### src/design/dcache_pkg.sv
package dcache_pkg;

    localparam int n_ports     = 2;
    localparam int idx_w       = $clog2(n_ports);  // port index width
    localparam int addr_w      = 32;
    localparam int word_w      = 32;
    localparam int line_w      = 128;
    localparam int line_strb_w = line_w / 8;

    // port block FSM
    typedef enum logic [2:0] {
        st_idle,
        st_look_up,
        st_read_req,
        st_read_wait,
        st_write_req
    } cache_state_t;

    typedef enum logic {
        op_read  = 1'b0,
        op_write = 1'b1
    } mem_op_t;

    // bus transfer type
    typedef enum logic [2:0] {
        size_byte = 3'b000,
        size_half = 3'b001,
        size_word = 3'b010,
        size_line = 3'b100
    } access_size_t;

endpackage

### src/design/dcache_subsystem.sv
module dcache_subsystem (
    input  logic clk,
    input  logic rst,

    // cpu ports, one slice each
    input  logic [dcache_pkg::n_ports-1:0]                          valid,
    input  dcache_pkg::mem_op_t [dcache_pkg::n_ports-1:0]           op,
    input  logic [dcache_pkg::n_ports-1:0][dcache_pkg::addr_w-1:0]  pc,
    input  logic [dcache_pkg::n_ports-1:0]                          uncache,
    input  logic [dcache_pkg::n_ports-1:0][7:0]                     index,
    input  logic [dcache_pkg::n_ports-1:0][19:0]                    tag,
    input  logic [dcache_pkg::n_ports-1:0][3:0]                     offset,
    input  logic [dcache_pkg::n_ports-1:0][3:0]                     wstrb,
    input  logic [dcache_pkg::n_ports-1:0][dcache_pkg::word_w-1:0]  wdata,
    input  dcache_pkg::access_size_t [dcache_pkg::n_ports-1:0]      size,
    input  logic                                                    flush,
    input  logic [dcache_pkg::n_ports-1:0][dcache_pkg::addr_w-1:0]  flush_pc,
    output logic [dcache_pkg::n_ports-1:0]                          cache_ready,
    output logic [dcache_pkg::n_ports-1:0]                          cache_ack,
    output logic [dcache_pkg::n_ports-1:0]                          addr_ok,
    output logic [dcache_pkg::n_ports-1:0]                          data_ok,
    output logic [dcache_pkg::n_ports-1:0][dcache_pkg::word_w-1:0]  rdata,

    // memory bus
    output logic                               bus_rd_req,
    output dcache_pkg::access_size_t           bus_rd_type,
    output logic [dcache_pkg::addr_w-1:0]      bus_rd_addr,
    input  logic                               bus_rd_rdy,
    input  logic                               bus_ret_valid,
    input  logic                               bus_ret_last,
    input  logic [dcache_pkg::line_w-1:0]      bus_ret_data,
    output logic                               bus_wr_req,
    output dcache_pkg::access_size_t           bus_wr_type,
    output logic [dcache_pkg::addr_w-1:0]      bus_wr_addr,
    output logic [dcache_pkg::line_strb_w-1:0] bus_wr_wstrb,
    output logic [dcache_pkg::line_w-1:0]      bus_wr_data,
    input  logic                               bus_wr_rdy
);

    import dcache_pkg::*;

    // port block <-> arbiter
    logic [n_ports-1:0]                   rd_req;
    access_size_t [n_ports-1:0]           rd_type;
    logic [n_ports-1:0][addr_w-1:0]       rd_addr;
    logic [n_ports-1:0]                   rd_rdy;
    logic [n_ports-1:0]                   ret_valid;
    logic [n_ports-1:0][line_w-1:0]       ret_data;
    logic [n_ports-1:0]                   wr_req;
    access_size_t [n_ports-1:0]           wr_type;
    logic [n_ports-1:0][addr_w-1:0]       wr_addr;
    logic [n_ports-1:0][line_strb_w-1:0]  wr_wstrb;
    logic [n_ports-1:0][line_w-1:0]       wr_data;
    logic [n_ports-1:0]                   wr_rdy;

    for (genvar i = 0; i < n_ports; i++) begin : g_port
        uncached_dcache port_i (
            .clk        (clk),
            .rst        (rst),
            .valid      (valid[i]),
            .op         (op[i]),
            .pc         (pc[i]),
            .uncache    (uncache[i]),
            .index      (index[i]),
            .tag        (tag[i]),
            .offset     (offset[i]),
            .wstrb      (wstrb[i]),
            .wdata      (wdata[i]),
            .size       (size[i]),
            .flush      (flush),  // shared by all ports
            .flush_pc   (flush_pc[i]),
            .cache_ready(cache_ready[i]),
            .cache_ack  (cache_ack[i]),
            .addr_ok    (addr_ok[i]),
            .data_ok    (data_ok[i]),
            .rdata      (rdata[i]),
            .rd_req     (rd_req[i]),
            .rd_type    (rd_type[i]),
            .rd_addr    (rd_addr[i]),
            .rd_rdy     (rd_rdy[i]),
            .ret_valid  (ret_valid[i]),
            .ret_data   (ret_data[i]),
            .wr_req     (wr_req[i]),
            .wr_type    (wr_type[i]),
            .wr_addr    (wr_addr[i]),
            .wr_wstrb   (wr_wstrb[i]),
            .wr_data    (wr_data[i]),
            .wr_rdy     (wr_rdy[i])
        );
    end

    line_bus_arbiter arb_i (
        .clk          (clk),
        .rst          (rst),
        .rd_req       (rd_req),
        .rd_type      (rd_type),
        .rd_addr      (rd_addr),
        .rd_rdy       (rd_rdy),
        .ret_valid    (ret_valid),
        .ret_data     (ret_data),
        .wr_req       (wr_req),
        .wr_type      (wr_type),
        .wr_addr      (wr_addr),
        .wr_wstrb     (wr_wstrb),
        .wr_data      (wr_data),
        .wr_rdy       (wr_rdy),
        .bus_rd_req   (bus_rd_req),
        .bus_rd_type  (bus_rd_type),
        .bus_rd_addr  (bus_rd_addr),
        .bus_rd_rdy   (bus_rd_rdy),
        .bus_ret_valid(bus_ret_valid),
        .bus_ret_last (bus_ret_last),
        .bus_ret_data (bus_ret_data),
        .bus_wr_req   (bus_wr_req),
        .bus_wr_type  (bus_wr_type),
        .bus_wr_addr  (bus_wr_addr),
        .bus_wr_wstrb (bus_wr_wstrb),
        .bus_wr_data  (bus_wr_data),
        .bus_wr_rdy   (bus_wr_rdy)
    );

endmodule

### src/design/line_bus_arbiter.sv
module line_bus_arbiter (
    input  logic clk,
    input  logic rst,

    // port block side
    input  logic [dcache_pkg::n_ports-1:0]                          rd_req,
    input  dcache_pkg::access_size_t [dcache_pkg::n_ports-1:0]      rd_type,
    input  logic [dcache_pkg::n_ports-1:0][dcache_pkg::addr_w-1:0]  rd_addr,
    output logic [dcache_pkg::n_ports-1:0]                          rd_rdy,
    output logic [dcache_pkg::n_ports-1:0]                          ret_valid,
    output logic [dcache_pkg::n_ports-1:0][dcache_pkg::line_w-1:0]  ret_data,
    input  logic [dcache_pkg::n_ports-1:0]                          wr_req,
    input  dcache_pkg::access_size_t [dcache_pkg::n_ports-1:0]      wr_type,
    input  logic [dcache_pkg::n_ports-1:0][dcache_pkg::addr_w-1:0]  wr_addr,
    input  logic [dcache_pkg::n_ports-1:0][dcache_pkg::line_strb_w-1:0] wr_wstrb,
    input  logic [dcache_pkg::n_ports-1:0][dcache_pkg::line_w-1:0]  wr_data,
    output logic [dcache_pkg::n_ports-1:0]                          wr_rdy,

    // memory bus side
    output logic                                  bus_rd_req,
    output dcache_pkg::access_size_t              bus_rd_type,
    output logic [dcache_pkg::addr_w-1:0]         bus_rd_addr,
    input  logic                                  bus_rd_rdy,
    input  logic                                  bus_ret_valid,
    input  logic                                  bus_ret_last,
    input  logic [dcache_pkg::line_w-1:0]         bus_ret_data,
    output logic                                  bus_wr_req,
    output dcache_pkg::access_size_t              bus_wr_type,
    output logic [dcache_pkg::addr_w-1:0]         bus_wr_addr,
    output logic [dcache_pkg::line_strb_w-1:0]    bus_wr_wstrb,
    output logic [dcache_pkg::line_w-1:0]         bus_wr_data,
    input  logic                                  bus_wr_rdy
);

    import dcache_pkg::*;

    logic             rd_busy;
    logic [idx_w-1:0] rd_owner;
    logic [idx_w-1:0] rd_prio;
    logic [idx_w-1:0] rd_gnt;
    logic [idx_w-1:0] wr_prio;
    logic [idx_w-1:0] wr_gnt;

    // first requester at or after prio, wrapping around
    function automatic logic [idx_w-1:0] rr_pick(input logic [n_ports-1:0] req,
                                                 input logic [idx_w-1:0] prio);
        logic [idx_w-1:0] pick;
        logic             hit;
        int unsigned      cand;
        pick = prio;
        hit  = 1'b0;
        for (int k = 0; k < n_ports; k++) begin
            cand = (int'(prio) + k) % n_ports;
            if (!hit && req[cand]) begin
                pick = idx_w'(cand);
                hit  = 1'b1;
            end
        end
        return pick;
    endfunction

    function automatic logic [idx_w-1:0] next_idx(input logic [idx_w-1:0] idx);
        return (int'(idx) == n_ports - 1) ? '0 : idx + 1'b1;
    endfunction

    assign rd_gnt = rr_pick(rd_req, rd_prio);
    assign wr_gnt = rr_pick(wr_req, wr_prio);

    // read channel, locked to the owner until its line comes back
    assign bus_rd_req  = ~rd_busy & (|rd_req);
    assign bus_rd_type = rd_type[rd_gnt];
    assign bus_rd_addr = rd_addr[rd_gnt];

    // write channel
    assign bus_wr_req   = |wr_req;
    assign bus_wr_type  = wr_type[wr_gnt];
    assign bus_wr_addr  = wr_addr[wr_gnt];
    assign bus_wr_wstrb = wr_wstrb[wr_gnt];
    assign bus_wr_data  = wr_data[wr_gnt];

    always_comb begin
        rd_rdy    = '0;
        wr_rdy    = '0;
        ret_valid = '0;
        ret_data  = '0;
        if (bus_rd_req) rd_rdy[rd_gnt] = bus_rd_rdy;
        if (bus_wr_req) wr_rdy[wr_gnt] = bus_wr_rdy;
        if (rd_busy) begin
            ret_valid[rd_owner] = bus_ret_valid;
            ret_data[rd_owner]  = bus_ret_data;
        end
    end

    always_ff @(posedge clk) begin
        if (rst) begin
            rd_busy  <= 1'b0;
            rd_owner <= '0;
            rd_prio  <= '0;
            wr_prio  <= '0;
        end else begin
            if (bus_rd_req && bus_rd_rdy) begin
                rd_busy  <= 1'b1;
                rd_owner <= rd_gnt;
                rd_prio  <= next_idx(rd_gnt);
            end else if (rd_busy && bus_ret_valid) begin
                rd_busy <= 1'b0;  // single beat, channel free again
            end
            if (bus_wr_req && bus_wr_rdy) wr_prio <= next_idx(wr_gnt);
        end
    end

    a_rdy_onehot: assert property (@(posedge clk) disable iff (rst)
        $onehot0(rd_rdy) && $onehot0(wr_rdy));

    // every return answers an outstanding read, in one beat
    a_ret_owned: assert property (@(posedge clk) disable iff (rst)
        bus_ret_valid |-> rd_busy && bus_ret_last);

endmodule

### src/design/uncached_dcache.sv
module uncached_dcache (
    input  logic                       clk,
    input  logic                       rst,

    // cpu side
    input  logic                       valid,
    input  dcache_pkg::mem_op_t        op,
    input  logic [dcache_pkg::addr_w-1:0] pc,
    input  logic                       uncache,
    input  logic [7:0]                 index,
    input  logic [19:0]                tag,
    input  logic [3:0]                 offset,
    input  logic [3:0]                 wstrb,
    input  logic [dcache_pkg::word_w-1:0] wdata,
    input  dcache_pkg::access_size_t   size,
    input  logic                       flush,
    input  logic [dcache_pkg::addr_w-1:0] flush_pc,
    output logic                       cache_ready,
    output logic                       cache_ack,
    output logic                       addr_ok,
    output logic                       data_ok,
    output logic [dcache_pkg::word_w-1:0] rdata,

    // line bus side
    output logic                       rd_req,
    output dcache_pkg::access_size_t   rd_type,
    output logic [dcache_pkg::addr_w-1:0] rd_addr,
    input  logic                       rd_rdy,
    input  logic                       ret_valid,
    input  logic [dcache_pkg::line_w-1:0] ret_data,
    output logic                       wr_req,
    output dcache_pkg::access_size_t   wr_type,
    output logic [dcache_pkg::addr_w-1:0] wr_addr,
    output logic [dcache_pkg::line_strb_w-1:0] wr_wstrb,
    output logic [dcache_pkg::line_w-1:0] wr_data,
    input  logic                       wr_rdy
);

    import dcache_pkg::*;

    cache_state_t state, next_state;

    // request buffer
    logic              valid_buf;
    mem_op_t           op_buf;
    logic              uncache_buf;
    logic [addr_w-1:0] pc_buf;
    logic [addr_w-1:0] addr_buf;
    logic [3:0]        wstrb_buf;
    logic [word_w-1:0] wdata_buf;
    access_size_t      size_buf;

    logic       accept;
    logic       flush_hit;
    logic [1:0] lane;
    access_size_t bus_type;

    assign accept      = valid & cache_ready;
    assign cache_ready = (state == st_idle);
    assign cache_ack   = (state == st_idle) ? valid : 1'b0;
    assign lane        = addr_buf[3:2];  // word lane within the line

    // younger store gets squashed
    assign flush_hit = flush & (state == st_write_req) & (flush_pc <= pc_buf);

    always_comb begin
        next_state = state;
        case (state)
            st_idle: begin
                if (valid) next_state = st_look_up;
            end
            st_look_up: begin
                if (!valid_buf) begin
                    next_state = st_idle;
                end else if (op_buf == op_write) begin
                    next_state = st_write_req;
                end else begin
                    next_state = st_read_req;
                end
            end
            st_read_req: begin
                if (rd_rdy) next_state = st_read_wait;  // address taken by bus
            end
            st_read_wait: begin
                if (ret_valid) next_state = st_idle;
            end
            st_write_req: begin
                if (flush_hit || wr_rdy) next_state = st_idle;
            end
            default: next_state = st_idle;
        endcase
    end

    always_ff @(posedge clk) begin
        if (rst) begin
            state     <= st_idle;
            valid_buf <= 1'b0;
        end else begin
            state <= next_state;
            if (accept) begin
                valid_buf <= 1'b1;
            end else if (next_state == st_idle) begin
                valid_buf <= 1'b0;  // done or flushed
            end
        end
    end

    always_ff @(posedge clk) begin
        if (accept) begin
            op_buf      <= op;
            uncache_buf <= uncache;
            pc_buf      <= pc;
            addr_buf    <= {tag, index, offset};
            wstrb_buf   <= wstrb;
            wdata_buf   <= wdata;
            size_buf    <= size;
        end
    end

    // cached accesses still ask for a whole line
    assign bus_type = uncache_buf ? size_buf : size_line;

    assign rd_req  = (state == st_read_req);
    assign rd_type = bus_type;
    assign rd_addr = addr_buf;

    assign wr_req   = (state == st_write_req) & ~flush_hit;
    assign wr_type  = bus_type;
    assign wr_addr  = addr_buf;  // left unaligned, lane comes from [3:2]
    assign wr_data  = line_w'(wdata_buf) << (lane * word_w);
    assign wr_wstrb = line_strb_w'(wstrb_buf) << (lane * 4);

    always_comb begin
        addr_ok = 1'b0;
        data_ok = 1'b0;
        rdata   = '0;
        if (state == st_read_wait && ret_valid) begin
            addr_ok = 1'b1;
            data_ok = 1'b1;
            rdata   = ret_data[lane*word_w +: word_w];
        end else if (wr_req && wr_rdy) begin
            addr_ok = 1'b1;
            data_ok = 1'b1;
        end
    end

    // completion only from a bus phase, and the block is free right after
    a_data_ok_state: assert property (@(posedge clk) disable iff (rst)
        data_ok |-> (state inside {st_read_wait, st_write_req}) ##1 cache_ready);

    a_one_bus_req: assert property (@(posedge clk) disable iff (rst)
        !(rd_req && wr_req));

endmodule

### config.mk
export PLATFORM = sky130hd
export DESIGN_NAME = dcache_subsystem
export DESIGN_NICKNAME = d
export VERILOG_FILES = /design/src/design/dcache_pkg.sv /design/src/design/dcache_subsystem.sv /design/src/design/line_bus_arbiter.sv /design/src/design/uncached_dcache.sv
export SDC_FILE = /design/constraint.sdc
export NUM_CORES = 1
export LEC_CHECK = 0
export BUFFER_PORTS_ARGS = -buffer_cell sky130_fd_sc_hd__buf_2
export CORE_AREA = 2 2 272 274
export DETAILED_ROUTE_END_ITERATION = 8
export DIE_AREA = 0 0 274 276
export PLACE_DENSITY = 0.45
export RECOVER_POWER = 25
export SYNTH_ARGS = -nofsm -noshare
export SYNTH_HDL_FRONTEND = slang
export SYNTH_HIERARCHICAL = 1
export SYNTH_SLANG_ARGS = --single-unit
### constraint.sdc
create_clock -name clk -period 4.6 [get_ports clk]
set_clock_uncertainty 0.2 [all_clocks]
set_input_delay 0.69 -clock clk [delete_from_list [all_inputs] [get_ports clk]]
set_output_delay 0.69 -clock clk [all_outputs]
set_load 0.02 [all_outputs]
-- After elaboration in Yosys (flattened, before gate mapping)
Index checks and enable logic that the tools add are counted.
Widths: inputs -> output; s select.
- flip-flop bits (word level): 222
- bits in latches: 0
- RAM bits: 0
- bits in read-only memories: 0
- input bits: 411
- output and inout port bits: 288
- logic and storage cells: 163
- memories kept: 0
- add/subtract/negate cells: 4
- $mul: 0
- div/mod/pow operators: 0
- $lt $le $gt $ge: 12
- eq/ne operators: 8
- shift-type cells: 6
- muxes and demuxes: 68
- bitwise operators: 18
- reduce and logical (&&, ||, !) cells: 25
- operators by type and width (cell ; count):
    $mux 128 ; 3
    $and 256x256->256 ; 1
    $mux 256 ; 1
    $shiftx 128x8->32 ; 2
    $shl 32x7->128 ; 2
    $mux 32 ; 6
    $demux 128 s1 ; 1
    $le 32x32->1 ; 2
    $lt 32x2->1 const B ; 2
    $mux 3 ; 18
    $mux 16 ; 2
    $shl 4x4->16 ; 2
    $pmux 3 s5 ; 2
    $mux 1 ; 29
    $eq 3x2->1 const B ; 4
    $logic_and 1x1->1 ; 12
    $logic_not 3->1 ; 4
    $lt 1x2->1 const B ; 5
    $and 1x1->1 ; 9
    $and 2x2->2 ; 3
    $eq 3x1->1 const B ; 2
    $eq 3x3->1 const B ; 2
    $mux 2 ; 3
    $reduce_bool 2->1 ; 3
    8 further kinds ; 21

-- Longest topological paths before layout
- depth in word-level cells: 23
- mapped depth: 15
- gate-level depth less buffers: 15

-- Cells and area by module
Netlist, hierarchy kept.
- by module, submodules not included (module ; times used ; cells each ; area each (um2)):
    uncached_dcache ; 2 ; 538 ; 6497.5
    line_bus_arbiter ; 1 ; 568 ; 5038.6

-- Least setup slack after synthesis
No wires, ideal clock.
- path type: register to output
- from: register g_port[0].port_i.state[0]
- to: output cache_ack[0] in the netlist's numbering
- arrival time: 3677 ps
- required time: 3710 ps
- path slack: 33 ps
- cell stages (with the launch flop): 4
- path buffers: 1
- cell sequence: dfxtp_1 clkbuf_1 nor3_1 and2_1
- cells in the longest elaborated chain, start to end: 2
- ends and longest elaborated chain (what ; RTL line ; text):
    start, declared ; uncached_dcache.sv:41 ; cache_state_t state, next_state;
    start signal, assigned ; uncached_dcache.sv:96 ; state <= st_idle;
    start signal, assigned ; uncached_dcache.sv:99 ; state <= next_state;
    $logic_not 3->1 ; - ;
    named net cache_ready, one bit ; dcache_subsystem.sv:18 ; output logic [dcache_pkg::n_ports-1:0] cache_ready,
    $mux 1 ; uncached_dcache.sv:60 ; assign cache_ack = (state == st_idle) ? valid : 1'b0;
    end, declared ; dcache_subsystem.sv:19 ; output logic [dcache_pkg::n_ports-1:0] cache_ack,
The timed path passes the listed nets, and every way through them passes these cells.

-- Final worst setup path
- from: register g_port[0].port_i.pc_buf[23]
- to: output bus_wr_data[18] in the netlist's numbering
- cells in the longest elaborated chain, start to end: 12
- elaborated cells on any way between the ends: 14
- classes of those cells: order compare: 1; mux: 8; bitwise: 3; reduce/logical: 2
- ends and longest elaborated chain (what ; RTL line ; text):
    start, declared ; uncached_dcache.sv:47 ; logic [addr_w-1:0] pc_buf;
    start signal, assigned ; uncached_dcache.sv:112 ; pc_buf <= pc;
    $le 32x32->1 * ; uncached_dcache.sv:64 ; assign flush_hit = flush & (state == st_write_req) & (flush_pc <= pc_buf);
    $and 1x1->1 * ; uncached_dcache.sv:64 ;
    $not 1->1 * ; uncached_dcache.sv:127 ; assign wr_req = (state == st_write_req) & ~flush_hit;
    $and 1x1->1 * ; uncached_dcache.sv:127 ;
    named net wr_req[0] ; dcache_subsystem.sv:49 ; logic [n_ports-1:0] wr_req;
    $mux 1 (not written as such) (2 in a row) ; line_bus_arbiter.sv:54 ; if (!hit && req[cand]) begin
    $mux 1 ; line_bus_arbiter.sv:54 ;
    $logic_not 1->1 ; line_bus_arbiter.sv:54 ;
    $logic_and 1x1->1 * ; line_bus_arbiter.sv:54 ;
    $mux 1 * ; line_bus_arbiter.sv:54 ;
    $mux 128 (not written as such) * (2 in a row) ; line_bus_arbiter.sv:79 ; assign bus_wr_data = wr_data[wr_gnt];
    end, declared ; dcache_subsystem.sv:36 ; output logic [dcache_pkg::line_w-1:0] bus_wr_data,
The timed path passes the listed nets; every way through them passes the cells marked *. The select of a mux whose other input is x is not followed.

==> metrics <==
Starting Density 0.248; drt initial violations a little under 800; status complete, but fails checks; largest family of logic cells by synthesized area simple AND/OR/NAND/NOR gates; commonest non-fill, non-tap cell in the layout buf_2; wire length per cell 21.8 um; full die area ~76000 um^2; unrepaired setup endpoints after global routing yes; # setup viols final 113; commonest cells after routing, fill and taps aside 568 x buf_2, 349 x and2_1, 210 x edfxtp_1; initial antenna violation count 24; Final period util 1.01; Setup crit end kind output pin; total power around 5.9 mW; Remaining DRCs 0; # fillers approximately 7400; Longest Clk Path Bufs 3; Finished Cell Area 24800 um^2; IO Count roughly 700; final core utilization 0.341; vias per inst 4.60; Area Overhead vs Synth 37.4%; clock power share 0.379; htree depth 1; Comb power frac 0.210; Pwr per Cell Area 240 nW/um^2; Max-Cap Viols 0; multi-input logic area 10400 um^2; clock latency on the worst-skew pair 560 ps; mux cell area share after synthesis 0.238; normalized max-slew margin 0.305; Die H 276 um; crit path kind register to output pin; Post-Place Cells 3152; Yosys warnings 6; Final HPWL DP 50100 um; Final WS setup -48.6 ps; clk sink count roughly 220; Setup TNS -2470 ps; P_int 4.27 mW; Fmax achieved 0.215 GHz; gpl congestion 0.865; Lkg Pwr 11.3 nW; Cell variety after synth 45; share of cells above drive strength 1 0.506; global route total overflow 0; switch share 0.281; Seq/Total Area, Yosys 0.363; first-pass GRT wire length 99300 um; post-synth design cell area 18000 um^2; worst slack, placed -96.8 ps; final hold violation count 0; post-route minimum period approximately 4600 ps; number of synthesized flops with an enable pin between 200 and 250; failing checks setup timing; Sw Pwr around 1.7 mW; IO buf count 697; Crit path arrival time 3760 ps; sequential power share 0.411; async set-reset flop share out of synthesis 0; placed cell areas 22100 um^2; Synth Instances ~1600; TritonCTS Buffers 29; peak supply drop around 0.00035 V; simple-gate share of the synthesized area 0.247; Finished Layout Cells 3248; largest net degree at the start of global routing ~140; Most used DFF post-synth edfxtp_1; clock transition at the registers of the reported paths 60 ps; First-pass DRT Iterations 5; Die Wd ~270 um; compound-gate portion of the synthesized area 0.0280; Worst Hold Class primary input to register; average cell area after synthesis 11.0 um^2; Synth Area in Adders 0.0457; Synth Area in XOR/XNOR 0; Max Slew Vio Count 0; clock tree from TritonCTS done; register area 6550 um^2; core area around 73000 um^2; vias in the first global route 15600; WL final 70800 um; syn nets 2119; Worst EP required 3710 ps; Rows 99; root buf cell clkbuf_16; Least-Margin Pin Slew 1040 ps; crit-path max FO 6; hold slack 77.5 ps; GRT Util Overall 0.173; DR vias 14900; Yosys reg bits 222; post-route ant nets 0; CP Launch Type register; Nets between 2000 and 3000
==> worst paths after layout <==
kind	start	endpoint	slack, ps	cells past startpoint
min	tag[39]	g_port[1].port_i/rd_addr[31]	80	1
max	g_port[0].port_i/pc_buf[23]	bus_wr_data[18]	-50	14
max reg2reg	g_port[0].port_i/pc_buf[23]	g_port[1].port_i/valid_buf	1120	17
min reg2reg	g_port[0].port_i/valid_buf	g_port[0].port_i/valid_buf	310	2
==> power by group through the flow <==
stage | sequential, mW | clock (mW) | combinational [mW]
after floorplan | 2.46 | 0 | 0.677
after global placement | 2.48 | 0 | 1.12
after detailed placement | 2.49 | 0 | 1.13
after CTS | 2.44 | 2.32 | 1.15
after global routing | 2.46 | 2.40 | 1.34
final | 2.45 | 2.25 | 1.25
==> cells in the mapped netlist (24+ instances only) <==
cell type	count	area [um^2]
and2_1	351	2200
edfxtp_1	210	6310
and3_1	201	1260
mux2_4	110	1650
mux2_2	104	1170
clkbuf_1	94	353
buf_4	72	541
inv_1	72	270
nor2b_1	72	450
ha_1	64	801
mux4_2	64	1440
a21oi_1	44	220
nand2_1	24	90.1
nor2_1	24	90.1
==> worst max-delay path: stages (launching register included) <==
cell and delay, ps:
edfxtp_1 330, inv_2 50, ha_4 280, nand4_4 110
or4_4 580, a31oi_4 190, nor2_2 60, nor3_2 120
buf_4 140, inv_2 30, maj3_4 440, clkbuf_16 240
clkbuf_16 170, mux2_4 300, buf_6 140
==> logic make-up (layout without fill, tap and decap cells) <==
family	Yosys count	count (layout)
other cells	0	18
buf+inv	271	898
compound gates	83	83
fa+ha+maj	66	66
mux	280	280
simple gates	722	722
flops	222	222
==> timing repair <==
item                                    in CTS  in global routing
pin swaps                                    2                 17
gates resized for setup                     34                350
endpoints found under the setup margin     178                183
buffers inserted                             1                  5
cloned                                       0                 19
hold buffers                                 0                  0
==> routing by layer <==
| layer | part of all wire | wire length, um | vias up | track usage |
|---|---|---|---|---|
| met4 | 0.031 | 2180 | 12 | 0.0649 |
| met3 | 0.064 | 4530 | 105 | 0.0356 |
| li1 | - | - | 7017 | - |
| met2 | 0.52 | 37000 | 530 | 0.317 |
| met1 | 0.38 | 27000 | 7282 | 0.193 |
| met5 | 0.00099 | 70 | - | 0 |
==> cell type report <==
cell class	count	share of cell area
sequential	222	0.264
clock buffer	35	0.0302
multi-input combinational	1151	0.421
antenna	18	0.00182
clock inverter	18	0.00697
timing repair buffer	772	0.216
inverter	73	0.0111
tap	959	0.0484
==> state kept, by name (all words and copies together), names as in the netlist, 2 cells and up <==
register                   count
g_port.port_i/size_buf         6
g_port.port_i/rd_addr         64
g_port.port_i/pc_buf          64
g_port.port_i/wdata_buf       64
g_port.port_i/state            6
g_port.port_i/uncache_buf      2
g_port.port_i/op_buf           2
g_port.port_i/wstrb_buf        8
g_port.port_i/valid_buf        2
No activity file was read; power rests on OpenSTA's default activity.
